$ cat src/source/ctrl_pkg.sv
package ctrl_pkg;

	// ----------------------------------------
	// spi frame
	// ----------------------------------------
	localparam int SPI_CMD_LENGTH  = 8;       // command bits
	localparam int SPI_ADDR_LENGTH = 16;      // address bits
	localparam int SPI_DATA_LENGTH = 16;      // data bits
	localparam int SPI_CNT_WIDTH   = 5;       // bit counter, covers the longest phase
	localparam logic [7:0] SPI_CMD_WR = 8'h80;  // write frame
	localparam logic [7:0] SPI_CMD_RD = 8'h81;  // read frame

	// ----------------------------------------
	// field widths
	// ----------------------------------------
	localparam int TIMESTAMP_WIDTH   = 64;
	localparam int TRIG_SOURCE_WIDTH = 4;
	localparam int TRIG_FILTER_WIDTH = 19;    // split over _H and _L
	localparam int TRIG_DELAY_WIDTH  = 28;    // split over _H and _L
	localparam int LED_CTRL_WIDTH    = 5;
	localparam int LINE_WIDTH        = 4;     // one bit per line
	localparam int IRQ_WIDTH         = 2;     // one bit per interrupt
	localparam int USEROUT_WIDTH     = 3;     // user output level

	typedef logic [SPI_ADDR_LENGTH-1:0]   reg_addr_t;
	typedef logic [SPI_DATA_LENGTH-1:0]   reg_data_t;
	typedef logic [SPI_CMD_LENGTH-1:0]    spi_cmd_t;
	typedef logic [TIMESTAMP_WIDTH-1:0]   timestamp_t;
	typedef logic [TRIG_SOURCE_WIDTH-1:0] trig_source_t;
	typedef logic [TRIG_FILTER_WIDTH-1:0] trig_filter_t;
	typedef logic [TRIG_DELAY_WIDTH-1:0]  trig_delay_t;
	typedef logic [LED_CTRL_WIDTH-1:0]    led_ctrl_t;
	typedef logic [LINE_WIDTH-1:0]        line_status_t;
	typedef logic [IRQ_WIDTH-1:0]         irq_t;

	typedef enum logic [2:0] {
		SPI_IDLE,  // cs high
		SPI_CMD,   // command bits
		SPI_ADDR,  // address bits
		SPI_DATA,  // write data in or read data out
		SPI_SKIP   // ignore the rest of the frame
	} spi_state_e;

	// ----------------------------------------
	// register address map
	// ----------------------------------------
	localparam reg_addr_t ADDR_STREAM_EN         = 16'h0010;  // bit0 stream, bit1 acq start
	localparam reg_addr_t ADDR_TRIG_MODE         = 16'h0020;
	localparam reg_addr_t ADDR_TRIG_SOURCE       = 16'h0021;
	localparam reg_addr_t ADDR_TRIG_SOFT         = 16'h0022;  // write only, pulse
	localparam reg_addr_t ADDR_TRIG_ACTIVE       = 16'h0023;
	localparam reg_addr_t ADDR_TRIG_FILTER_RISE_H = 16'h0024;
	localparam reg_addr_t ADDR_TRIG_FILTER_RISE_L = 16'h0025;
	localparam reg_addr_t ADDR_TRIG_FILTER_FALL_H = 16'h0026;
	localparam reg_addr_t ADDR_TRIG_FILTER_FALL_L = 16'h0027;
	localparam reg_addr_t ADDR_TRIG_DELAY_H      = 16'h0028;
	localparam reg_addr_t ADDR_TRIG_DELAY_L      = 16'h0029;
	localparam reg_addr_t ADDR_USEROUTPUT        = 16'h0030;
	localparam reg_addr_t ADDR_LED_CTRL          = 16'h0031;
	localparam reg_addr_t ADDR_LINE_STATUS       = 16'h0032;  // read only
	localparam reg_addr_t ADDR_INT_EN            = 16'h0040;
	localparam reg_addr_t ADDR_INT_STATE         = 16'h0041;  // read only
	localparam reg_addr_t ADDR_INT_CLEAR         = 16'h0042;  // write only, pulse
	localparam reg_addr_t ADDR_TS_LOAD           = 16'h0050;  // any write captures
	localparam reg_addr_t ADDR_TS_0              = 16'h0051;  // low word
	localparam reg_addr_t ADDR_TS_1              = 16'h0052;
	localparam reg_addr_t ADDR_TS_2              = 16'h0053;
	localparam reg_addr_t ADDR_TS_3              = 16'h0054;  // high word

endpackage

$ cat src/source/reg_bus_if.sv
interface reg_bus_if import ctrl_pkg::*; ();

	logic      wr_en;    // one cycle write strobe
	logic      rd_en;    // one cycle read strobe
	reg_addr_t addr;     // register address
	reg_data_t wr_data;  // write word
	reg_data_t rd_data;  // registered, valid the cycle after rd_en

	// spi slave issues the accesses
	modport spi_side (
		output wr_en,
		output rd_en,
		output addr,
		output wr_data,
		input  rd_data
	);

	// register bank takes every strobe, no back-pressure
	modport reg_side (
		input  wr_en,
		input  rd_en,
		input  addr,
		input  wr_data,
		output rd_data
	);

endinterface

$ cat src/source/spi_slave.sv
module spi_slave import ctrl_pkg::*; (
	input  logic        clk_gpif,            // also the spi sampling clock
	input  logic        i_reset,
	input  logic        i_spi_clk,           // idle low, sampled on rise
	input  logic        i_spi_cs_n,          // low for a frame
	input  logic        i_spi_mosi,
	output logic        o_spi_miso_data,
	output logic        o_spi_miso_data_en,  // 1 while read data is driven
	reg_bus_if.spi_side bus
);

	// ----------------------------------------
	// pin sync and edge detect
	// ----------------------------------------
	logic [2:0] sclk_sync;  // two sync flops plus history
	logic [1:0] cs_sync;
	logic [1:0] mosi_sync;
	logic       cs_high;    // frame ended or not started
	logic       bit_rise;   // rising spi clock inside a frame
	logic       bit_fall;

	always_ff @(posedge clk_gpif) begin
		if (i_reset) begin
			sclk_sync <= '0;
			cs_sync   <= '1;
		end else begin
			sclk_sync <= {sclk_sync[1:0], i_spi_clk};
			cs_sync   <= {cs_sync[0], i_spi_cs_n};
		end
	end

	always_ff @(posedge clk_gpif) begin
		mosi_sync <= {mosi_sync[0], i_spi_mosi};  // aligned with sclk_sync[1]
	end

	assign cs_high  = cs_sync[1];
	assign bit_rise = sclk_sync[1] & ~sclk_sync[2] & ~cs_high;
	assign bit_fall = ~sclk_sync[1] & sclk_sync[2] & ~cs_high;

	// ----------------------------------------
	// frame decode
	// ----------------------------------------
	spi_state_e               state;
	logic [SPI_CNT_WIDTH-1:0] bit_cnt;     // bits seen in current phase
	reg_data_t                shift_reg;   // mosi deserializer
	reg_data_t                shift_next;  // shift_reg with the bit being sampled
	spi_cmd_t                 cmd_word;
	logic                     cmd_done;
	logic                     addr_done;
	logic                     data_done;
	logic                     rd_frame;    // current frame is a read
	logic                     rd_pend;     // rd_en delayed, rd_data valid now
	logic                     miso_shift_en;
	reg_data_t                miso_shift;

	assign shift_next = {shift_reg[SPI_DATA_LENGTH-2:0], mosi_sync[1]};
	assign cmd_word   = shift_next[SPI_CMD_LENGTH-1:0];
	assign cmd_done   = bit_rise && state == SPI_CMD &&
		bit_cnt == SPI_CNT_WIDTH'(SPI_CMD_LENGTH - 1);
	assign addr_done  = bit_rise && state == SPI_ADDR &&
		bit_cnt == SPI_CNT_WIDTH'(SPI_ADDR_LENGTH - 1);
	assign data_done  = bit_rise && state == SPI_DATA &&
		bit_cnt == SPI_CNT_WIDTH'(SPI_DATA_LENGTH - 1);

	always_ff @(posedge clk_gpif) begin
		if (i_reset) begin
			state      <= SPI_IDLE;
			bit_cnt    <= '0;
			rd_frame   <= 1'b0;
			bus.wr_en  <= 1'b0;
			bus.rd_en  <= 1'b0;
		end else begin
			bus.wr_en <= 1'b0;  // strobes by default low
			bus.rd_en <= 1'b0;
			if (cs_high || cmd_done || addr_done || data_done)
				bit_cnt <= '0;  // new phase
			else if (bit_rise)
				bit_cnt <= bit_cnt + 1'b1;
			if (cs_high) begin
				state <= SPI_IDLE;  // abort at any point, no strobe
			end else begin
				case (state)
					SPI_IDLE: state <= SPI_CMD;
					SPI_CMD: if (cmd_done) begin
						rd_frame <= (cmd_word == SPI_CMD_RD);
						if (cmd_word == SPI_CMD_WR || cmd_word == SPI_CMD_RD)
							state <= SPI_ADDR;
						else
							state <= SPI_SKIP;  // unknown command
					end
					SPI_ADDR: if (addr_done) begin
						state     <= SPI_DATA;
						bus.rd_en <= rd_frame;  // fetch word now
					end
					SPI_DATA: if (data_done) begin
						state     <= SPI_SKIP;
						bus.wr_en <= ~rd_frame;  // last data bit in
					end
					default: ;  // skip until cs rises
				endcase
			end
		end
	end

	// ----------------------------------------
	// read data out
	// ----------------------------------------
	// first fall after the last address bit keeps the msb on the line
	assign miso_shift_en = bit_fall && rd_frame && state == SPI_DATA && bit_cnt != '0;

	always_ff @(posedge clk_gpif) begin
		if (i_reset) begin
			rd_pend            <= 1'b0;
			o_spi_miso_data_en <= 1'b0;
		end else begin
			rd_pend <= bus.rd_en;
			if (cs_high)
				o_spi_miso_data_en <= 1'b0;  // released at frame end
			else if (rd_pend)
				o_spi_miso_data_en <= 1'b1;
		end
	end

	always_ff @(posedge clk_gpif) begin
		if (bit_rise)
			shift_reg <= shift_next;
		if (addr_done)
			bus.addr <= shift_next;
		if (rd_pend)
			miso_shift <= bus.rd_data;  // 2 cycles after rd_en
		else if (miso_shift_en)
			miso_shift <= {miso_shift[SPI_DATA_LENGTH-2:0], 1'b0};
	end

	assign bus.wr_data     = shift_reg;  // complete when wr_en is high
	assign o_spi_miso_data = miso_shift[SPI_DATA_LENGTH-1];  // msb first

endmodule

$ cat src/source/ctrl_reg_bank.sv
module ctrl_reg_bank import ctrl_pkg::*; (
	input  logic                     clk_gpif,
	input  logic                     i_reset,
	reg_bus_if.reg_side              bus,
	input  line_status_t             i_line_status,      // live line levels
	input  irq_t                     i_interrupt_state,
	input  timestamp_t               i_timestamp_reg,    // captured on load
	output logic                     o_timestamp_load,   // one cycle pulse
	output logic                     o_stream_enable,
	output logic                     o_acquisition_start,
	output logic                     o_trigger_mode,
	output logic                     o_trigger_active,   // active edge select
	output logic                     o_trigger_soft,     // one cycle pulse
	output trig_source_t             o_trigger_source,
	output trig_filter_t             o_trigger_filter_rise,
	output trig_filter_t             o_trigger_filter_fall,
	output trig_delay_t              o_trigger_delay,
	output logic [USEROUT_WIDTH-1:0] o_useroutput_level,
	output led_ctrl_t                o_led_ctrl,
	output irq_t                     o_interrupt_en,
	output irq_t                     o_interrupt_clear   // one cycle, written bits
);

	// ----------------------------------------
	// write decode
	// ----------------------------------------
	always_ff @(posedge clk_gpif) begin
		if (i_reset) begin
			o_stream_enable       <= 1'b0;
			o_acquisition_start   <= 1'b0;
			o_trigger_mode        <= 1'b0;
			o_trigger_active      <= 1'b0;
			o_trigger_source      <= '0;
			o_trigger_filter_rise <= '0;
			o_trigger_filter_fall <= '0;
			o_trigger_delay       <= '0;
			o_useroutput_level    <= '0;
			o_led_ctrl            <= '0;
			o_interrupt_en        <= '0;
			o_trigger_soft        <= 1'b0;
			o_interrupt_clear     <= '0;
			o_timestamp_load      <= 1'b0;
		end else begin
			o_trigger_soft    <= 1'b0;  // pulses fall back
			o_interrupt_clear <= '0;
			o_timestamp_load  <= 1'b0;
			if (bus.wr_en) begin
				case (bus.addr)
					ADDR_STREAM_EN: begin
						o_stream_enable     <= bus.wr_data[0];
						o_acquisition_start <= bus.wr_data[1];
					end
					ADDR_TRIG_MODE:   o_trigger_mode   <= bus.wr_data[0];
					ADDR_TRIG_SOURCE: o_trigger_source <= bus.wr_data[TRIG_SOURCE_WIDTH-1:0];
					ADDR_TRIG_SOFT:   o_trigger_soft   <= 1'b1;  // any write fires
					ADDR_TRIG_ACTIVE: o_trigger_active <= bus.wr_data[0];
					ADDR_TRIG_FILTER_RISE_H: o_trigger_filter_rise[TRIG_FILTER_WIDTH-1:16] <=
						bus.wr_data[TRIG_FILTER_WIDTH-17:0];  // upper bits right-aligned
					ADDR_TRIG_FILTER_RISE_L: o_trigger_filter_rise[15:0] <= bus.wr_data;
					ADDR_TRIG_FILTER_FALL_H: o_trigger_filter_fall[TRIG_FILTER_WIDTH-1:16] <=
						bus.wr_data[TRIG_FILTER_WIDTH-17:0];
					ADDR_TRIG_FILTER_FALL_L: o_trigger_filter_fall[15:0] <= bus.wr_data;
					ADDR_TRIG_DELAY_H: o_trigger_delay[TRIG_DELAY_WIDTH-1:16] <=
						bus.wr_data[TRIG_DELAY_WIDTH-17:0];
					ADDR_TRIG_DELAY_L: o_trigger_delay[15:0] <= bus.wr_data;
					ADDR_USEROUTPUT:   o_useroutput_level <= bus.wr_data[USEROUT_WIDTH-1:0];
					ADDR_LED_CTRL:     o_led_ctrl         <= bus.wr_data[LED_CTRL_WIDTH-1:0];
					ADDR_INT_EN:       o_interrupt_en     <= bus.wr_data[IRQ_WIDTH-1:0];
					ADDR_INT_CLEAR:    o_interrupt_clear  <= bus.wr_data[IRQ_WIDTH-1:0];
					ADDR_TS_LOAD:      o_timestamp_load   <= 1'b1;  // capture counter
					default: ;  // read only or unmapped, ignored
				endcase
			end
		end
	end

	// ----------------------------------------
	// read mux, registered
	// ----------------------------------------
	always_ff @(posedge clk_gpif) begin
		if (bus.rd_en) begin
			case (bus.addr)
				ADDR_STREAM_EN:
					bus.rd_data <= reg_data_t'({o_acquisition_start, o_stream_enable});
				ADDR_TRIG_MODE:   bus.rd_data <= reg_data_t'(o_trigger_mode);
				ADDR_TRIG_SOURCE: bus.rd_data <= reg_data_t'(o_trigger_source);
				ADDR_TRIG_ACTIVE: bus.rd_data <= reg_data_t'(o_trigger_active);
				ADDR_TRIG_FILTER_RISE_H:
					bus.rd_data <= reg_data_t'(o_trigger_filter_rise[TRIG_FILTER_WIDTH-1:16]);
				ADDR_TRIG_FILTER_RISE_L: bus.rd_data <= o_trigger_filter_rise[15:0];
				ADDR_TRIG_FILTER_FALL_H:
					bus.rd_data <= reg_data_t'(o_trigger_filter_fall[TRIG_FILTER_WIDTH-1:16]);
				ADDR_TRIG_FILTER_FALL_L: bus.rd_data <= o_trigger_filter_fall[15:0];
				ADDR_TRIG_DELAY_H:
					bus.rd_data <= reg_data_t'(o_trigger_delay[TRIG_DELAY_WIDTH-1:16]);
				ADDR_TRIG_DELAY_L: bus.rd_data <= o_trigger_delay[15:0];
				ADDR_USEROUTPUT:   bus.rd_data <= reg_data_t'(o_useroutput_level);
				ADDR_LED_CTRL:     bus.rd_data <= reg_data_t'(o_led_ctrl);
				ADDR_LINE_STATUS:  bus.rd_data <= reg_data_t'(i_line_status);      // live
				ADDR_INT_EN:       bus.rd_data <= reg_data_t'(o_interrupt_en);
				ADDR_INT_STATE:    bus.rd_data <= reg_data_t'(i_interrupt_state);  // live
				ADDR_TS_0:         bus.rd_data <= i_timestamp_reg[15:0];
				ADDR_TS_1:         bus.rd_data <= i_timestamp_reg[31:16];
				ADDR_TS_2:         bus.rd_data <= i_timestamp_reg[47:32];
				ADDR_TS_3:         bus.rd_data <= i_timestamp_reg[63:48];
				default:           bus.rd_data <= '0;  // write only and unmapped
			endcase
		end
	end

endmodule

$ cat src/source/timestamp.sv
module timestamp import ctrl_pkg::*; (
	input  logic       clk_gpif,
	input  logic       i_reset,
	input  logic       i_fval,            // frame valid, same clock domain
	input  logic       i_timestamp_load,  // capture request from register bank
	output timestamp_t o_timestamp_u3,    // latched at frame start, for the header
	output timestamp_t o_timestamp_reg    // latched on load, for spi readout
);

	timestamp_t ts_cnt;   // free running
	logic       fval_d;   // history for edge detect
	logic       fval_rise;

	// ----------------------------------------
	// counter and frame edge
	// ----------------------------------------
	always_ff @(posedge clk_gpif) begin
		if (i_reset) begin
			ts_cnt <= '0;
			fval_d <= 1'b0;
		end else begin
			ts_cnt <= ts_cnt + 1'b1;  // one tick per cycle
			fval_d <= i_fval;
		end
	end

	assign fval_rise = i_fval & ~fval_d;

	// ----------------------------------------
	// latches
	// ----------------------------------------
	always_ff @(posedge clk_gpif) begin
		if (fval_rise)
			o_timestamp_u3 <= ts_cnt;   // valid the cycle after the rise
		if (i_timestamp_load)
			o_timestamp_reg <= ts_cnt;  // held until the next load
	end

endmodule

$ cat src/source/ctrl_channel.sv
module ctrl_channel import ctrl_pkg::*; (
	input  logic                     clk_gpif,               // system and spi sampling clock
	input  logic                     i_reset,
	// spi pins
	input  logic                     i_spi_clk,
	input  logic                     i_spi_cs_n,
	input  logic                     i_spi_mosi,
	output logic                     o_spi_miso_data,
	output logic                     o_spi_miso_data_en,
	// status in
	input  logic                     i_fval,
	input  line_status_t             i_line_status,
	input  irq_t                     i_interrupt_state,
	// controls out
	output logic                     o_stream_enable,
	output logic                     o_acquisition_start,
	output logic                     o_trigger_mode,
	output logic                     o_trigger_active,
	output logic                     o_trigger_soft,
	output trig_source_t             o_trigger_source,
	output trig_filter_t             o_trigger_filter_rise,
	output trig_filter_t             o_trigger_filter_fall,
	output trig_delay_t              o_trigger_delay,
	output logic [USEROUT_WIDTH-1:0] o_useroutput_level,
	output led_ctrl_t                o_led_ctrl,
	output irq_t                     o_interrupt_en,
	output irq_t                     o_interrupt_clear,
	output timestamp_t               o_timestamp_u3          // frame start time
);

	reg_bus_if  reg_bus ();       // spi to register bank
	logic       timestamp_load;   // bank to counter
	timestamp_t timestamp_reg;    // counter to bank

	spi_slave i_spi_slave (
		.clk_gpif           (clk_gpif),
		.i_reset            (i_reset),
		.i_spi_clk          (i_spi_clk),
		.i_spi_cs_n         (i_spi_cs_n),
		.i_spi_mosi         (i_spi_mosi),
		.o_spi_miso_data    (o_spi_miso_data),
		.o_spi_miso_data_en (o_spi_miso_data_en),
		.bus                (reg_bus)
	);

	ctrl_reg_bank i_ctrl_reg_bank (
		.clk_gpif              (clk_gpif),
		.i_reset               (i_reset),
		.bus                   (reg_bus),
		.i_line_status         (i_line_status),
		.i_interrupt_state     (i_interrupt_state),
		.i_timestamp_reg       (timestamp_reg),
		.o_timestamp_load      (timestamp_load),
		.o_stream_enable       (o_stream_enable),
		.o_acquisition_start   (o_acquisition_start),
		.o_trigger_mode        (o_trigger_mode),
		.o_trigger_active      (o_trigger_active),
		.o_trigger_soft        (o_trigger_soft),
		.o_trigger_source      (o_trigger_source),
		.o_trigger_filter_rise (o_trigger_filter_rise),
		.o_trigger_filter_fall (o_trigger_filter_fall),
		.o_trigger_delay       (o_trigger_delay),
		.o_useroutput_level    (o_useroutput_level),
		.o_led_ctrl            (o_led_ctrl),
		.o_interrupt_en        (o_interrupt_en),
		.o_interrupt_clear     (o_interrupt_clear)
	);

	timestamp i_timestamp (
		.clk_gpif         (clk_gpif),
		.i_reset          (i_reset),
		.i_fval           (i_fval),
		.i_timestamp_load (timestamp_load),
		.o_timestamp_u3   (o_timestamp_u3),
		.o_timestamp_reg  (timestamp_reg)
	);

endmodule

$ cat config.mk
export PLATFORM = sky130hd
export DESIGN_NAME = ctrl_channel
export DESIGN_NICKNAME = d
export VERILOG_FILES = /design/src/source/ctrl_pkg.sv /design/src/source/reg_bus_if.sv /design/src/source/spi_slave.sv /design/src/source/ctrl_reg_bank.sv /design/src/source/timestamp.sv /design/src/source/ctrl_channel.sv
export SDC_FILE = /design/constraint.sdc
export NUM_CORES = 1
export LEC_CHECK = 0
export ABC_CLOCK_PERIOD_IN_PS = 3500
export BUFFER_PORTS_ARGS = -buffer_cell sky130_fd_sc_hd__buf_2
export CAP_MARGIN = 10
export CELL_PAD_IN_SITES_DETAIL_PLACEMENT = 1
export CELL_PAD_IN_SITES_GLOBAL_PLACEMENT = 2
export CORE_ASPECT_RATIO = 1.4
export CORE_MARGIN = 10
export CORE_UTILIZATION = 35
export DETAILED_ROUTE_END_ITERATION = 7
export PLACE_DENSITY = 0.83
export SETUP_SLACK_MARGIN = 0.02
export SLEW_MARGIN = 20
export SYNTH_ARGS = -nofsm -noshare
export SYNTH_HDL_FRONTEND = slang
export SYNTH_SLANG_ARGS = --single-unit
$ cat constraint.sdc
create_clock -name clk_gpif -period 3.5 [get_ports clk_gpif]
set_clock_uncertainty 0.2 [all_clocks]
set_input_delay 0.175 -clock clk_gpif [delete_from_list [all_inputs] [get_ports clk_gpif]]
set_output_delay 0.175 -clock clk_gpif [all_outputs]
set_load 0.01 [all_outputs]
==> metrics.yaml, run 1 <==
timing:
  finalCritPeriodShare: 0.8592
  max_freq_mhz: 332.5
  setup_viol: 0
  finalHoldViolations: 0
  rsz0062_at_grt: "no"
  drv_slew: 0
  finalSetupTns_ps: 0
  slew-limit-headroom: 0.3300
  worst-slew-pin-transition_ps: 1005
  period_minus_slack_ps: 3007
critical_path:
  worst_setup_path_start_kind: "flop"
  worst_path_dominant_cell_family: "simple AND/OR/NAND/NOR gates"
  worstRegToRegCells: 5
  rr_endpoint: "i_ctrl_reg_bank.o_trigger_filter_rise[6]$_SDFFE_PP0P_"
  worst_ep_required_time_ps: 3760
  worstPathArrival_ps: 3270
  r2r-start: "i_spi_slave.bus.addr[9]$_DFFE_PP_"
  path_buf_inv: 0
  worstSetupPathType: "reg -> reg"
  endpoint_kind: "flop"
  cpMaxStageDelayCell: "or4_1"
  rrSetupSlack_ps: 490
  slowest_delay_ps: 850
  cp_cell_sequence: "or4_1 > nor4_1 > and2_1 > nand2_1 > a21oi_1"
  crit_fanout: 16
run:
  cap_viol_max_count: 0
power:
  p_seq_frac: 0.532
  swShare: 0.2051
  p_sw_uw: 1748
  ir_drop_mv: 0.2388
  p_int_uw: 6775
  clkPwrFrac: 0.452
  p_leak_uw: 0.005994
  power_density_nw_per_um2: 500.6
  comb_power_share: 0.016
drt:
  dr_total_vias: 10750
  wirelength_mm: 48.31
  firstDrtPassIters: 7
  drtAntennaViolNets: 0
  vias_per_cell: 5.426
  drcViolationCount: 0
  initialDrtViolationCount: 867
  routedWlPerCell_um: 24.39
layout:
  final_nets: 1435
  synthToLayoutAreaGrowth_pct: 19.48
  fin_util: 0.4227
  drive_gt1_frac: 0.2135
  antennaDiodeCount: 0
grt:
  grt_pass1_wl_mm: 71.89
  grt-ovfl-total: 0
  grt_pass1_vias: 11240
  grt_antenna_before_repair: 0
  grtUsageTotal: 0.1917
  grt_max_degree: 79
clocking:
  cts_tree: "done"
  clk_pin_slew_ps: 60
  clk_path_buf_depth: 3
  cts-root-buf: "clkbuf_16"
  clk_latency_ps: 540
  cts-resized-gates: 0
  cts_buffers: 36
  cts-htree-levels: 2
  cts_sinks: 365
logic_synthesis:
  synth.yosys.seq_area_share: 0.6476
  synth_seq_cells: 365
  yosys.area_share.simple: 0.1829
  synthXorXnorAreaFrac: 0.02520
  yosysWarnings: 0
  synth_nets: 1247
  synth_cell_types: 66
  synth_top_family_by_area: "simple AND/OR/NAND/NOR gates"
  ys.flop_type: "edfxtp_1"
  synthCells: 1231
  synth_area_per_cell_um2: 11.58
  synth-edff-count: 192
  synth-async-reset-ratio: 0
  synth_fa_ha_area_frac: 0.003512
  synth_compound_area_frac: 0.09298
  syn-cell-area_um2: 14250
  synthMuxAreaShare: 0.02485
floorplanning:
  die_width_um: 190.5
  start_util: 0.3538
  row_count: 87
  core_um2: 40280
  die_area_um2: 49300
  die_h_um: 258.7
  io_pins: 165
min_path:
  holdPathEnd: "i_spi_slave.sclk_sync[2]$_SDFF_PP0_"
  hp-class: "in -> reg"
  worstHoldStart: "i_reset"
  min_path_cells: 2
place:
  place.gp.congestion: 0.8849
  dp_hpwl_mm: 35.32
  portBuffers: 164
outcome:
  status: "finished clean"
synth_stat cells (all sizes together) (21+ instances only):
cell type | number | area [um^2]
a21oi | 103 | 515.5
a22oi | 22 | 165.2
buf | 21 | 116.4
clkbuf | 39 | 146.4
dfxtp | 173 | 3463
edfxtp | 192 | 5766
nand2 | 186 | 698.2
nand3 | 55 | 280.3
nand4 | 36 | 261.5
nor2 | 87 | 326.6
nor4 | 24 | 271.5
o21ai | 34 | 170.2
or3 | 21 | 131.4
xor2 | 29 | 254.0
logic make-up after synthesis:
family,after synthesis
AO/OA/AOI/OAI,213
XOR/XNOR,41
adder cells (fa/ha/maj),4
buffers and inverters,77
flip-flops,365
multiplexers,33
AND/OR/NAND/NOR,498
routing by layer:
metal  vias up  wire [um]  global-route usage  share of wire
li1       4907          -                   -              -
met1      5436      17950              0.2098           0.37
met4         0       1834             0.07782          0.038
met3        85       2856             0.03871          0.059
met5         -          0                   0              0
met2       321      25670              0.3518           0.53
cell type report:
| class | count | area, um^2 |
|---|---|---|
| inverter | 17 | 63.81 |
| fill | 4458 | 23250 |
| multi-input combinational | 789 | 4707 |
| clock buffer | 48 | 987.2 |
| clock inverter | 18 | 177.7 |
| sequential | 365 | 9230 |
| tap | 534 | 668.1 |
| timing repair buffer | 210 | 1191 |
worst max-delay path by stage:
stage	start	endpoint	slack, ps	cells after the start
2_1_floorplan	i_timestamp.fval_d$_SDFF_PP0_	i_timestamp.o_timestamp_u3[0]$_DFFE_PP_	910	1
3_3_place_gp	i_spi_slave.bus.addr[9]$_DFFE_PP_	i_ctrl_reg_bank.o_trigger_filter_rise[6]$_SDFFE_PP0P_	630	5
3_5_place_dp	i_spi_slave.bus.addr[9]$_DFFE_PP_	i_ctrl_reg_bank.o_trigger_filter_rise[5]$_SDFFE_PP0P_	510	5
4_1_cts	i_spi_slave.bus.addr[9]$_DFFE_PP_	i_ctrl_reg_bank.o_trigger_filter_rise[5]$_SDFFE_PP0P_	500	5
5_1_grt	i_spi_slave.bus.addr[9]$_DFFE_PP_	i_ctrl_reg_bank.o_trigger_filter_rise[6]$_SDFFE_PP0P_	260	5
6_report	i_spi_slave.bus.addr[9]$_DFFE_PP_	i_ctrl_reg_bank.o_trigger_filter_rise[6]$_SDFFE_PP0P_	490	5
repair_timing:
item / CTS / global route
hold endpoints to repair: 26 / 0
setup endpoints to repair: 0 / 0
buffers inserted: 0 / 0
hold buffers: 4 / 0
power groups by stage:
stage	Clock (uW)	Combinational [uW]	Sequential (uW)
after floorplan	0	49.4	4640
after global placement	0	135	4620
after detailed placement	0	137	4620
after CTS	3950	141	4530
after global routing	4120	150	4530
final	3860	137	4530
stage by stage:
stage / hold WS (ps) / area, um^2 / setup WS (ps) / std cells / total power [uW]
detailed placement: 82.80 / 15820 / 508.1 / 1911 / 4762
CTS: 82.54 / 17030 / 502.1 / 1981 / 8622
finish: 69.21 / 17030 / 492.9 / 1981 / 8523
global route: 103.5 / 17030 / 259.8 / 1981 / 8800
floorplan: 2.717 / 14250 / 912.0 / 1231 / 4689
global placement: 98.99 / 15820 / 626.7 / 1911 / 4759
cells in the final DEF (no fill, tap or decap), types with 12 or more instances in the layout:
master and n:
a22oi_1 22, mux2i_1 14, edfxtp_1 192, nor4_1 13, xor2_1 29, inv_1 17
nor3_1 18, a222oi_1 14, buf_2 163, nor2b_1 14, nand2_1 186, a21oi_1 103
mux2_2 19, clkbuf_16 37, xnor2_1 12, nand4_1 33, buf_4 42, nor2_1 87
or3_1 21, o21ai_0 34, nand3_1 54, dfxtp_1 172
No activity file was read; power rests on OpenSTA's default activity.
==> inputs of run 2 (changes only) <==
HOLD_SLACK_MARGIN = 0.1   (was unset)
==> run 2 against run 1 <==
Compared with the run above: fmax is 0.38% lower; worst setup slack worse by 12 ps; routed wire length hardly changed; sequential share of layout area is 0.095 points lower; global-route usage hardly changed; sequential power hardly changed; core utilization is 0.074 points higher; flip-flop and latch count stayed put; cell area is 0.18% higher; combinational power hardly changed; count of clock-buffer cells in the layout stayed put.
==> metrics.yaml, run 2 (same netlist as run 1, synthesis figures left out) <==
outcome:
  status: "finished clean"
min_path:
  worstHoldStart: "i_spi_slave.mosi_sync[0]$_DFF_P_"
  min_path_cells: 0
  hp-class: "reg -> reg"
drt:
  vias_per_cell: 5.417
  drtAntennaViolNets: 0
  initialDrtViolationCount: 884
  drcViolationCount: 0
  dr_total_vias: 10750
  firstDrtPassIters: 5
  wirelength_mm: 48.28
  routedWlPerCell_um: 24.33
critical_path:
  worstRegToRegCells: 5
  r2r-start: "i_spi_slave.bus.addr[9]$_DFFE_PP_"
  endpoint_kind: "flop"
  crit_fanout: 16
  worstPathArrival_ps: 3280
  path_buf_inv: 0
  critical_path.startpoint: "i_spi_slave.bus.addr[9]$_DFFE_PP_"
  worst_path_dominant_cell_family: "simple AND/OR/NAND/NOR gates"
  worst_ep_required_time_ps: 3760
  cp_cell_sequence: "or4_1 > nor4_1 > and2_1 > nand2_1 > a21oi_1"
  slowest_delay_ps: 850
  cpMaxStageDelayCell: "or4_1"
  worstSetupPathType: "reg -> reg"
  worst_setup_path_start_kind: "flop"
  worst-path-stages: 5
clocking:
  clk_path_buf_depth: 3
  cts_setup_buffers: 0
  clk_pin_slew_ps: 60
  cts_sinks: 365
  cts_buffers: 36
  cts-root-buf: "clkbuf_16"
  cts_tree: "done"
  clk_latency_ps: 540
  cts-htree-levels: 2
layout:
  synthToLayoutAreaGrowth_pct: 19.69
  final_cell_mix: "edfxtp_1 (192), nand2_1 (186), dfxtp_1 (172), buf_2 (163), a21oi_1 (103)"
  layout.cells.most_common: "edfxtp_1"
  drive_gt1_frac: 0.2131
  final_nets: 1438
  antennaDiodeCount: 0
power:
  ir_drop_mv: 0.2358
  p_leak_uw: 0.006007
  power_density_nw_per_um2: 500.1
floorplanning:
  core_um2: 40280
  die_width_um: 190.5
  io_pins: 165
  die_area_um2: 49300
  row_count: 87
  die_h_um: 258.7
  start_util: 0.3538
grt:
  grtUsageTotal: 0.1919
  met3_usage: 0.03884
  grt_max_degree: 79
  top_usage_layer: "met2"
  grt_pass1_vias: 11260
  met2_usage: 0.3520
  grt_use_met1: 0.2099
  grt_pass1_wl_mm: 71.95
  grt_antenna_before_repair: 0
  grt-ovfl-total: 0
place:
  place.gp.congestion: 0.8849
  dp_hpwl_mm: 35.32
  portBuffers: 164
  dp_slack_ps: 508.1
timing:
  period_minus_slack_ps: 3019
  drv_slew: 0
  max_freq_mhz: 331.3
  finalHoldViolations: 0
  layout_setup_ws_ps: 481.3
  setup_viol: 0
  rsz0062_at_grt: "no"
  finalCritPeriodShare: 0.8625
  finalSetupTns_ps: 0
  worst-slew-pin-transition_ps: 998.5
  slew-limit-headroom: 0.3344
run:
  cap_viol_max_count: 0
run 2: stage by stage:
stage	hold WS [ps]	cell area, um^2	utilization	cells	total power [uW]
after global placement	98.99	15820	0.3928	1911	4759
after global routing	163.2	17060	0.4235	1984	8803
after CTS	142.4	17060	0.4235	1984	8625
after floorplan	2.717	14250	-	1231	4689
after detailed placement	82.80	15820	0.3928	1911	4762
final	137.5	17060	0.4235	1984	8529
run 2: repair_timing:
item,CTS,global route
resized for setup,0,0
hold endpoints to repair,41,0
hold buffers,7,0
run 2: worst paths after layout:
| check | to | slack, ps |
|---|---|---|
| setup reg to reg | i_ctrl_reg_bank.o_trigger_filter_rise[6]$_SDFFE_PP0P_ | 480 |
| hold reg to reg | i_spi_slave.mosi_sync[1]$_DFF_P_ | 140 |
| setup / recovery | i_ctrl_reg_bank.o_trigger_filter_rise[6]$_SDFFE_PP0P_ | 480 |
| hold / removal | i_spi_slave.mosi_sync[1]$_DFF_P_ | 140 |
run 2: metal layers:
metal / part of all wire / wire [um] / vias up
li1: - / - / 4918
met1: 0.37 / 17940 / 5395
met2: 0.53 / 25490 / 348
met3: 0.062 / 3007 / 86
met4: 0.038 / 1843 / 0
met5: 0 / 0 / -
run 2: where the power goes:
part | switching, uW | internal (uW) | total, uW
Clock | 1640 | 2220 | 3860
Combinational | 95.4 | 43.9 | 139
Sequential | 18.8 | 4510 | 4530
Total | 1750 | 6780 | 8530
run 2: final cells by class:
type                    instances  area (um^2)
clock buffers                  48        987.2
inverters                      17        63.81
flip-flops and latches        365         9230
well taps                     534        668.1
clock inverters                18        177.7
repair buffers                213         1221
fillers                      4455        23220
multi-input cells             789         4707
